==> src/verilog/trig_seq_pkg.sv <==
package trig_seq_pkg;

  localparam int NUM_TRIGGERS = 4;
  localparam int STEP_W       = 2;
  localparam int WAIT_W       = 16;
  localparam int CNT_W        = 16;
  localparam int APB_AW       = 8;
  localparam int APB_DW       = 32;

  // register map
  localparam logic [APB_AW-1:0] ADDR_CTRL      = 8'h00;
  localparam logic [APB_AW-1:0] ADDR_WAIT1     = 8'h04;
  localparam logic [APB_AW-1:0] ADDR_WAIT2     = 8'h08;
  localparam logic [APB_AW-1:0] ADDR_WAIT3     = 8'h0C;
  localparam logic [APB_AW-1:0] ADDR_STATUS    = 8'h10;
  localparam logic [APB_AW-1:0] ADDR_SEQ_CNT   = 8'h14;
  localparam logic [APB_AW-1:0] ADDR_LATE_CNT  = 8'h18;
  localparam logic [APB_AW-1:0] ADDR_EARLY_CNT = 8'h1C;

  typedef enum logic [1:0] {
    idle       = 2'd0,
    wait_first = 2'd1,
    wait_next  = 2'd2
  } seq_state_t;

  typedef struct packed {
    logic [WAIT_W-1:0] max_wait; // 0 means no upper limit
    logic [WAIT_W-1:0] min_wait;
  } wait_win_t;

  typedef union packed {
    logic [APB_DW-1:0] raw; // bus view
    wait_win_t         win; // window view for the sequencer
  } wait_word_u;

endpackage

==> src/verilog/trig_seq_cfg_if.sv <==
`timescale 1ns/10ps

interface trig_seq_cfg_if;
  import trig_seq_pkg::*;

  logic              arm;
  logic              bypass;
  logic [STEP_W-1:0] last_step;
  wait_word_u        wait_win [1:NUM_TRIGGERS-1]; // windows for steps 1..3

  modport regs (
    output arm,
    output bypass,
    output last_step,
    output wait_win
  );

  modport seq (
    input arm,
    input bypass,
    input last_step,
    input wait_win
  );

endinterface

==> src/verilog/trig_seq_evt_if.sv <==
`timescale 1ns/10ps

interface trig_seq_evt_if;
  import trig_seq_pkg::*;

  logic       seq_done;  // one-cycle strobes
  logic       too_late;
  logic       too_early;
  seq_state_t state;

  modport seq (
    output seq_done,
    output too_late,
    output too_early,
    output state
  );

  modport cnt (
    input seq_done,
    input too_late,
    input too_early,
    input state
  );

endinterface

==> src/verilog/trig_edge_detect.sv <==
`timescale 1ns/10ps

module trig_edge_detect (
  input  logic                                  adc_clk,
  input  logic                                  reset,
  input  logic [trig_seq_pkg::NUM_TRIGGERS-1:0] trig_in,
  output logic [trig_seq_pkg::NUM_TRIGGERS-1:0] rise
);
  import trig_seq_pkg::*;

  logic [NUM_TRIGGERS-1:0] trig_s1; // first capture of the raw inputs
  logic [NUM_TRIGGERS-1:0] trig_s2; // delayed copy for edge compare

  always_ff @(posedge adc_clk) begin
    if (reset) begin
      trig_s1 <= '0;
      trig_s2 <= '0;
      rise    <= '0;
    end else begin
      trig_s1 <= trig_in;
      trig_s2 <= trig_s1;
      rise    <= trig_s1 & ~trig_s2; // one cycle per low-to-high
    end
  end

endmodule

==> src/verilog/trig_event_counters.sv <==
`timescale 1ns/10ps

module trig_event_counters (
  input  logic                           adc_clk,
  input  logic                           reset,
  trig_seq_evt_if.cnt                    evt,
  output logic [trig_seq_pkg::CNT_W-1:0] seq_cnt,
  output logic [trig_seq_pkg::CNT_W-1:0] late_cnt,
  output logic [trig_seq_pkg::CNT_W-1:0] early_cnt,
  output trig_seq_pkg::seq_state_t       state
);
  import trig_seq_pkg::*;

  logic [2:0]       strobe;
  logic [CNT_W-1:0] cnt_q [0:2];

  assign strobe = {evt.too_early, evt.too_late, evt.seq_done};

  always_ff @(posedge adc_clk) begin
    if (reset) begin
      for (int i = 0; i < 3; i++) begin
        cnt_q[i] <= '0;
      end
    end else begin
      for (int i = 0; i < 3; i++) begin
        if (strobe[i] && cnt_q[i] != '1) cnt_q[i] <= cnt_q[i] + 1'b1; // hold at all ones
      end
    end
  end

  assign seq_cnt   = cnt_q[0];
  assign late_cnt  = cnt_q[1];
  assign early_cnt = cnt_q[2];
  assign state     = evt.state; // for the status register

endmodule

==> src/verilog/trig_seq_regs.sv <==
`timescale 1ns/10ps

module trig_seq_regs (
  input  logic                                   adc_clk,
  input  logic                                   reset,
  input  logic [trig_seq_pkg::APB_AW-1:0]        paddr,
  input  logic                                   psel,
  input  logic                                   penable,
  input  logic                                   pwrite,
  input  logic [trig_seq_pkg::APB_DW-1:0]        pwdata,
  output logic [trig_seq_pkg::APB_DW-1:0]        prdata,
  trig_seq_cfg_if.regs                           cfg,
  input  logic [trig_seq_pkg::NUM_TRIGGERS-1:0]  active_step,
  input  trig_seq_pkg::seq_state_t               state,
  input  logic [trig_seq_pkg::CNT_W-1:0]         seq_cnt,
  input  logic [trig_seq_pkg::CNT_W-1:0]         late_cnt,
  input  logic [trig_seq_pkg::CNT_W-1:0]         early_cnt
);
  import trig_seq_pkg::*;

  logic              arm_q;
  logic              bypass_q;
  logic [STEP_W-1:0] last_step_q;
  wait_word_u        wait_q [1:NUM_TRIGGERS-1];
  logic              wr_en;

  assign wr_en = psel & penable & pwrite; // access phase write

  always_ff @(posedge adc_clk) begin
    if (reset) begin
      arm_q       <= 1'b0;
      bypass_q    <= 1'b0;
      last_step_q <= '0;
      for (int i = 1; i < NUM_TRIGGERS; i++) begin
        wait_q[i].raw <= '0;
      end
    end else if (wr_en) begin
      case (paddr)
        ADDR_CTRL: begin
          arm_q       <= pwdata[0];
          bypass_q    <= pwdata[1];
          last_step_q <= pwdata[5:4];
        end
        ADDR_WAIT1: wait_q[1].raw <= pwdata;
        ADDR_WAIT2: wait_q[2].raw <= pwdata;
        ADDR_WAIT3: wait_q[3].raw <= pwdata;
        default: ;                                 // read-only or unmapped
      endcase
    end
  end

  // read mux, combinational on the address
  always_comb begin
    prdata = '0;
    if (psel) begin
      case (paddr)
        ADDR_CTRL: begin
          prdata[0]   = arm_q;
          prdata[1]   = bypass_q;
          prdata[5:4] = last_step_q;
        end
        ADDR_WAIT1:     prdata = wait_q[1].raw;
        ADDR_WAIT2:     prdata = wait_q[2].raw;
        ADDR_WAIT3:     prdata = wait_q[3].raw;
        ADDR_STATUS: begin
          prdata[NUM_TRIGGERS-1:0] = active_step;
          prdata[5:4]              = state;
        end
        ADDR_SEQ_CNT:   prdata[CNT_W-1:0] = seq_cnt;
        ADDR_LATE_CNT:  prdata[CNT_W-1:0] = late_cnt;
        ADDR_EARLY_CNT: prdata[CNT_W-1:0] = early_cnt;
        default:        prdata = '0;
      endcase
    end
  end

  assign cfg.arm       = arm_q;
  assign cfg.bypass    = bypass_q;
  assign cfg.last_step = last_step_q;

  // windows leave through the struct view of each word
  for (genvar g = 1; g < NUM_TRIGGERS; g++) begin : g_win
    assign cfg.wait_win[g].win = wait_q[g].win;
  end

endmodule

==> src/verilog/trig_seq_top.sv <==
`timescale 1ns/10ps

module trig_seq_top (
  input  logic                                  adc_clk,
  input  logic                                  reset,
  input  logic [trig_seq_pkg::APB_AW-1:0]       paddr,
  input  logic                                  psel,
  input  logic                                  penable,
  input  logic                                  pwrite,
  input  logic [trig_seq_pkg::APB_DW-1:0]       pwdata,
  output logic [trig_seq_pkg::APB_DW-1:0]       prdata,
  input  logic [trig_seq_pkg::NUM_TRIGGERS-1:0] trig_in,
  output logic                                  trig_out,
  output logic [trig_seq_pkg::NUM_TRIGGERS-1:0] active_step
);
  import trig_seq_pkg::*;

  logic [NUM_TRIGGERS-1:0] rise;
  logic [CNT_W-1:0]        seq_cnt;
  logic [CNT_W-1:0]        late_cnt;
  logic [CNT_W-1:0]        early_cnt;
  seq_state_t              status_state;

  trig_seq_cfg_if cfg_if ();
  trig_seq_evt_if evt_if ();

  trig_seq_regs trig_seq_regs_inst (
    .adc_clk     (adc_clk),
    .reset       (reset),
    .paddr       (paddr),
    .psel        (psel),
    .penable     (penable),
    .pwrite      (pwrite),
    .pwdata      (pwdata),
    .prdata      (prdata),
    .cfg         (cfg_if.regs),
    .active_step (active_step),
    .state       (status_state),
    .seq_cnt     (seq_cnt),
    .late_cnt    (late_cnt),
    .early_cnt   (early_cnt)
  );

  trig_edge_detect trig_edge_detect_inst (
    .adc_clk (adc_clk),
    .reset   (reset),
    .trig_in (trig_in),
    .rise    (rise)
  );

  trigger_sequencer trigger_sequencer_inst (
    .adc_clk     (adc_clk),
    .reset       (reset),
    .trig_in     (trig_in),     // raw input for bypass
    .rise        (rise),
    .cfg         (cfg_if.seq),
    .evt         (evt_if.seq),
    .trig_out    (trig_out),
    .active_step (active_step)
  );

  trig_event_counters trig_event_counters_inst (
    .adc_clk   (adc_clk),
    .reset     (reset),
    .evt       (evt_if.cnt),
    .seq_cnt   (seq_cnt),
    .late_cnt  (late_cnt),
    .early_cnt (early_cnt),
    .state     (status_state)
  );

endmodule

==> src/verilog/trigger_sequencer.sv <==
`timescale 1ns/10ps

module trigger_sequencer (
  input  logic                                  adc_clk,
  input  logic                                  reset,
  input  logic [trig_seq_pkg::NUM_TRIGGERS-1:0] trig_in,
  input  logic [trig_seq_pkg::NUM_TRIGGERS-1:0] rise,
  trig_seq_cfg_if.seq                           cfg,
  trig_seq_evt_if.seq                           evt,
  output logic                                  trig_out,
  output logic [trig_seq_pkg::NUM_TRIGGERS-1:0] active_step
);
  import trig_seq_pkg::*;

  seq_state_t        state_q;
  seq_state_t        state_nxt;
  logic [STEP_W-1:0] step_q;     // index of the awaited input
  logic [STEP_W-1:0] step_inc;
  logic [WAIT_W-1:0] wait_cnt;   // cycles since last accepted edge
  wait_win_t         next_win;   // window of the awaited step
  wait_win_t         load_win;
  logic              seq_en;
  logic              step_rise;
  logic              accept;
  logic              fire;
  logic              seq_done_q;
  logic              too_late;
  logic              too_early;

  assign seq_en    = cfg.arm & ~cfg.bypass;
  assign step_inc  = step_q + 1'b1;
  assign step_rise = rise[step_q];

  // window for the step after the one being accepted
  always_comb begin
    load_win = '0;
    for (int i = 1; i < NUM_TRIGGERS; i++) begin
      if (step_inc == i) load_win = cfg.wait_win[i].win;
    end
  end

  always_comb begin
    state_nxt = state_q;
    accept    = 1'b0;
    fire      = 1'b0;
    too_late  = 1'b0;
    too_early = 1'b0;
    case (state_q)
      idle: begin
        if (seq_en) state_nxt = wait_first;
      end
      wait_first: begin
        if (!seq_en) begin
          state_nxt = idle;
        end else if (step_rise) begin
          accept = 1'b1;
          if (cfg.last_step == '0) begin // single-step sequence
            fire      = 1'b1;
            state_nxt = idle;
          end else begin
            state_nxt = wait_next;
          end
        end
      end
      wait_next: begin
        if (!seq_en) begin
          state_nxt = idle;
        end else if (step_rise) begin
          if (wait_cnt >= next_win.min_wait) begin
            accept = 1'b1;
            if (step_q == cfg.last_step) begin
              fire      = 1'b1;
              state_nxt = idle;
            end
          end else begin
            too_early = 1'b1; // keep waiting
          end
        end else if (next_win.max_wait != '0 && wait_cnt == next_win.max_wait) begin
          too_late  = 1'b1;
          state_nxt = idle;
        end
      end
      default: state_nxt = idle;
    endcase
  end

  always_ff @(posedge adc_clk) begin
    if (reset) begin
      state_q    <= idle;
      step_q     <= '0;
      seq_done_q <= 1'b0;
    end else begin
      state_q    <= state_nxt;
      seq_done_q <= fire;
      if (state_q == idle) step_q <= '0;
      else if (accept && !fire) step_q <= step_inc;
    end
  end

  always_ff @(posedge adc_clk) begin
    if (state_q == idle) next_win <= cfg.wait_win[1].win;
    else if (accept) next_win <= load_win;
    if (accept) wait_cnt <= WAIT_W'(1);
    else if (state_q == wait_next) wait_cnt <= wait_cnt + 1'b1;
  end

  assign evt.seq_done  = seq_done_q;
  assign evt.too_late  = too_late;
  assign evt.too_early = too_early;
  assign evt.state     = state_q;

  assign trig_out    = cfg.bypass ? trig_in[0] : seq_done_q;
  assign active_step = cfg.bypass ? '1 : ({{(NUM_TRIGGERS-1){1'b0}}, 1'b1} << step_q);

endmodule
==> config.mk <==
export PLATFORM = sky130hd
export DESIGN_NAME = trig_seq_top
export DESIGN_NICKNAME = d
export VERILOG_FILES = /design/src/verilog/trig_seq_pkg.sv /design/src/verilog/trig_seq_cfg_if.sv /design/src/verilog/trig_seq_evt_if.sv /design/src/verilog/trig_edge_detect.sv /design/src/verilog/trig_event_counters.sv /design/src/verilog/trig_seq_regs.sv /design/src/verilog/trig_seq_top.sv /design/src/verilog/trigger_sequencer.sv
export SDC_FILE = /design/constraint.sdc
export NUM_CORES = 1
export LEC_CHECK = 0
export BUFFER_PORTS_ARGS = -buffer_cell sky130_fd_sc_hd__buf_4
export CORE_ASPECT_RATIO = 0.7
export CORE_MARGIN = 10
export CORE_UTILIZATION = 65
export DETAILED_ROUTE_END_ITERATION = 8
export PLACE_DENSITY = 0.84
export SYNTH_ARGS = -nofsm -noshare
export SYNTH_HDL_FRONTEND = slang
export SYNTH_SLANG_ARGS = --single-unit
==> constraint.sdc <==
create_clock -name adc_clk -period 9.9 [get_ports adc_clk]
set_input_delay 0.99 -clock adc_clk [delete_from_list [all_inputs] [get_ports adc_clk]]
set_output_delay 0.99 -clock adc_clk [all_outputs]
set_load 0.005 [all_outputs]
Word-level counts from Yosys, hierarchy flattened
Memories as Yosys holds them, arrays and structs flattened.
Cells that the tools add are included.

storage, ports and cells
  output and inout port bits = 37
  memories kept = 2
  input bits = 49
  register bits after elaboration = 69
  RAM bits = 144

memory list
  name                            words  width  read ports  clocked after Yosys merged registers in  write ports  RTL line                   RTL
  trig_seq_regs_inst.wait_q       3      32     3           0                                        3            trig_seq_regs.sv:24        wait_word_u wait_q [1:NUM_TRIGGERS-1];
  trig_event_counters_inst.cnt_q  3      16     3           0                                        3            trig_event_counters.sv:15  logic [CNT_W-1:0] cnt_q [0:2];

operators by class
  reduce and logical (&&, ||, !) cells = 14
  bitwise operators = 12
  equality and inequality tests = 22
  mux-type cells = 76
  add/subtract/negate cells = 5
  shifts and indexed selects = 1
  $lt $le $gt $ge = 2

operators by type and width
  cell                                                                   number
  32-bit 2-to-1 mux                                                      9
  16-bit by 1-bit adder with 16-bit output, second input constant        4
  10-bit case mux with 6 select lines                                    1
  16-bit 2-to-1 mux                                                      3
  16-bit inequality test, second input constant                          3
  16-bit case mux with 3 select lines                                    1
  1-bit 2-to-1 mux                                                       45
  8-bit by 5-bit equality test with 1-bit output, second input constant  4
  2-bit case mux with 8 select lines                                     2
  2-bit 2-to-1 mux                                                       9
  16-bit equality test                                                   1
  8-bit by 4-bit equality test with 1-bit output, second input constant  2
  16-bit >= comparator                                                   1
  16-bit nonzero test                                                    1
  2-bit case mux with 7 select lines                                     1
  4-bit inequality test, second input constant                           3
  8-bit by 3-bit equality test with 1-bit output, second input constant  1
  8-bit zero test                                                        1
  2-bit equality test, second input constant                             3
  1-bit bitwise OR                                                       6
  2-bit case mux with 3 select lines                                     1
  1-bit logical AND                                                      5
  5-bit AND reduction                                                    1
  4-bit AND                                                              1
  other kinds (18)                                                       23

Logic depth before layout (Yosys ltp)
  depth in word-level cells = 11
  depth in mapped cells = 10
  gate-level depth less buffers = 8

By module
From an unflattened synthesis, not the netlist that was laid out.

second synthesis, totals
  cells, all modules = 1064
  area total of the unflattened synthesis = 11751.3 um^2

by module, submodules not included
  module               cells an instance  instances  area an instance (um^2)
  trig_seq_regs        422                1          5228.8
  trigger_sequencer    363                1          3362.0
  trig_event_counters  254                1          2808.9
  trig_edge_detect     25                 1          351.6

Worst setup path after synthesis
No wires, ideal clock.

  path kind = input port to flip-flop
  start point = input paddr[5] in the netlist's numbering
  end point = register, netlist name trig_seq_regs_inst.wait_q[0][100]
  stages = 4
  library setup time = 0.470 ns
  slack = 5.174 ns
  arrival = 4.256 ns
  cell sequence = nor4_2 -> nand3_1 -> clkbuf_1 -> o31ai_1

RTL lines
  what                RTL line           RTL
  start: declaration  trig_seq_top.sv:6  input logic [trig_seq_pkg::APB_AW-1:0] paddr,

Final worst setup path
  start point = input paddr[5] in the netlist's numbering
  end point = output prdata[14] in the netlist's numbering

between the ends
  longest elaborated chain between the ends = 3

RTL lines
  what                                                                          RTL line             RTL
  8-bit by 5-bit equality test with 1-bit output, or another cell as far along  trig_seq_regs.sv:56  case (paddr)
  10-bit case mux with 6 select lines *                                         trig_seq_regs.sv:56
  32-bit 2-to-1 mux *                                                           trig_seq_regs.sv:55  if (psel) begin
  end: declaration                                                              trig_seq_top.sv:11   output logic [trig_seq_pkg::APB_DW-1:0] prdata,

Every way passes the cells marked *; elsewhere a longest branch is shown, timed or not.

==> out/qor.csv <==
metric;value;unit
reg2reg path depth;7;
Core Area;0.0165;mm²
Clock Path Buffers;3;
first-pass GRT wire length;46500;µm
Root Buffer Master;clkbuf_16;
EDFF count, synth;176;
Synth Warn #;0;
Adder-Cell Fraction of Synth Area;3.18;%
RSZ-0062 raised after global routing;no;
initial antenna violation count;0;
Max-Cap Viols;0;
Total Wirelength;30600;µm
maximum vdd drop;0.151;mV
largest family of logic cells by synthesized area;simple AND/OR/NAND/NOR gates;
cts bufs inserted;21;
Final Non-Filler Cells;1326;
DR pass1 iterations;7;
post-route minimum period;4.67;ns
Die Area;0.0227;mm²
Leak Pwr;4.63;nW
Compound-Gate Fraction of Synth Area;11.1;%
top-count cell post-synth;edfxtp_1;
fmax;0.214;GHz
register bit count reported by yosys;213;
number of remaining DRC errors;0;
Synth-to-Final Area Change;13.9;%
hold buffers post-CTS;0;
I/O pin count;86;
WL/cell;23.1;µm
CP Launch Type;input pin;
GRT Total Usage;26.1;%
Total Power;2.00;mW
largest cells by area after synthesis;edfxtp_1 48%, dfxtp_1 6.7%, and2_1 5.7%;
worst hold slack;0.389;ns
Synthesized Nets;1093;
CTS tree;built;
via count;8633;
path type of the worst min-delay path;flip-flop to flip-flop;
die width;176;µm
die height;129;µm
Post-Syn Area per Cell;10.9;µm²
post_cts resized;0;
Setup Buffers After CTS;0;
Worst-Skew Late Latency;0.51;ns
crit path DAT;3.68;ns
Final #Nets;1163;
post-synthesis xor/xnor area fraction;5.88;%
area of the multi-input gates;0.00473;mm²
Worst EP required;8.91;ns
final hold violations;0;
# diodes;0;
FF/Latch Area;0.00603;mm²
clock net sink count;213;
mux cell area share after synthesis;2.45;%
fin. max-slew vios;0;
gpl congestion;1.02;
Final setup viols;0;
DRT antenna net count;0;
final setup margin;5.23;ns
share of post-route cells with drive strength above 1;14.3;%
H-tree levels;1;
area share of the largest cell type after synthesis;47.9;%
DR iter-0 viols;1450;
Tcrit/Tclk final;47.1;%
cell area after synthesis;0.0110;mm²
Setup CP Type;input pin to output port;
vias in the first global route;8189;
placed inst area;0.0119;mm²
Placed Cells;1288;
register area share after synthesis;54.7;%
Reg clk slew, reported paths;0.06;ns
largest net degree at the start of global routing;48;
IO Port Bufs;85;
synth cell count leaders;176 x edfxtp_1, 115 x nor2_1, 100 x and2_1, 82 x nand2_1, 48 x xor2_1;
Mapped Cells;1016;
Slew HR;20.4;%
final core utilization;76.2;%
fin area;0.0126;mm²
Critical Path Sink Type;output port;
row count;39;
outcome;completed;
PwrDens;159;mW/mm²
Distinct cells, synth;59;
slew at the pin closest to its max-slew limit;1.19;ns
setup clock skew after layout;0.0115;ns
ys flop type;edfxtp_1;
pre-CTS WS;5.46;ns
# fillers;1121;
largest area contributor in the netlist;edfxtp_1;
hold path cells;1;
simple-gate share of the synthesized area;19.7;%
TNS Setup;0;ns
vias per inst;6.51;
placed wire-length estimate;20600;µm
Async S/R FF share, synth;0;%
Crit Path Max Fanout;14;
starting utilization of the core area;66.8;%
GRT Residual Overflow;0;
## final cells by class
cell class | instances | share of cell area (%)
well taps | 225 | 2.24
inverters | 26 | 0.777
clock buffers | 26 | 4.33
clock inverters | 12 | 1.13
flip-flops and latches | 213 | 48.0
repair buffers | 99 | 5.92
multi-input cells | 725 | 37.6
## registers in the layout (all words and copies together) (netlist names)
| register | flops |
|---|---|
| trig_edge_detect_inst.trig_s1 | 4 |
| trig_edge_detect_inst.rise | 4 |
| trigger_sequencer_inst.step_q | 2 |
| trigger_sequencer_inst.next_win | 32 |
| trig_edge_detect_inst.trig_s2 | 4 |
| trigger_sequencer_inst.wait_cnt | 16 |
| trig_seq_regs_inst.wait_q | 96 |
| trig_seq_regs_inst.cfg.bypass | 1 |
| trig_seq_regs_inst.cfg.arm | 1 |
| trigger_sequencer_inst.evt.state | 2 |
| trig_seq_regs_inst.cfg.last_step | 2 |
| trig_event_counters_inst.cnt_q | 48 |
| trigger_sequencer_inst.evt.seq_done | 1 |
## cell usage in the layout (no fill, tap or decap), types with 5 or more instances in the layout
cell	count
o21ai_0	41
and3_1	11
a21oi_1	15
a22oi_1	46
clkbuf_1	5
nand4_1	12
nand3_1	32
nor3_1	13
nor4_1	9
nor2b_1	19
inv_1	25
mux2i_1	18
nor2_1	115
nand2_1	82
and4_1	6
a222oi_1	17
ha_1	27
xnor2_1	26
or2_2	6
clkinv_2	6
clkbuf_16	21
and2_1	100
buf_4	99
a32oi_1	5
xor2_1	48
o211ai_1	6
a31oi_1	11
edfxtp_1	176
dfxtp_1	37
a22o_1	8
## routing by layer
layer	vias up	GRT usage [%]	share of wire [%]
li1	3844	-	-
met1	4081	35.9	40
met2	621	39.1	43
met3	87	8.74	14
met4	0	6.36	2.5
met5	-	0	0
## cells by family after synthesis
kind of cell / after synthesis
and+or+nand+nor: 425
DFF: 213
AOI/OAI and AO/OA: 174
buffers and inverters: 78
xor gates and xnor gates: 74
adders and majority gates: 28
muxes: 24
## worst max-delay path: stages
cell and delay [ns]:
buf_4 0.13, nor4b_2 0.59, nand2_1 0.23, nor2_1 0.94
a22o_1 0.29, nand2_1 0.06, a31oi_1 0.27, buf_4 0.17
## path summary, 6_finish.rpt
kind | end | start | slack [ns]
max | prdata[14] | paddr[5] | 5.23
min | trig_edge_detect_inst.rise[2]$_SDFF_PP0_ | trig_edge_detect_inst.trig_s2[2]$_SDFF_PP0_ | 0.39
max reg2reg | trigger_sequencer_inst.next_win[16]$_DFFE_PP_ | trigger_sequencer_inst.wait_cnt[7]$_SDFFE_PP0N_ | 6.60
min reg2reg | trig_edge_detect_inst.rise[2]$_SDFF_PP0_ | trig_edge_detect_inst.trig_s2[2]$_SDFF_PP0_ | 0.39
## power breakdown
part	switching, mW	internal, mW
clock	0.344	0.472
combinational	0.0762	0.0429
sequential	0.0406	1.02
(Power assumes the default switching activity.)
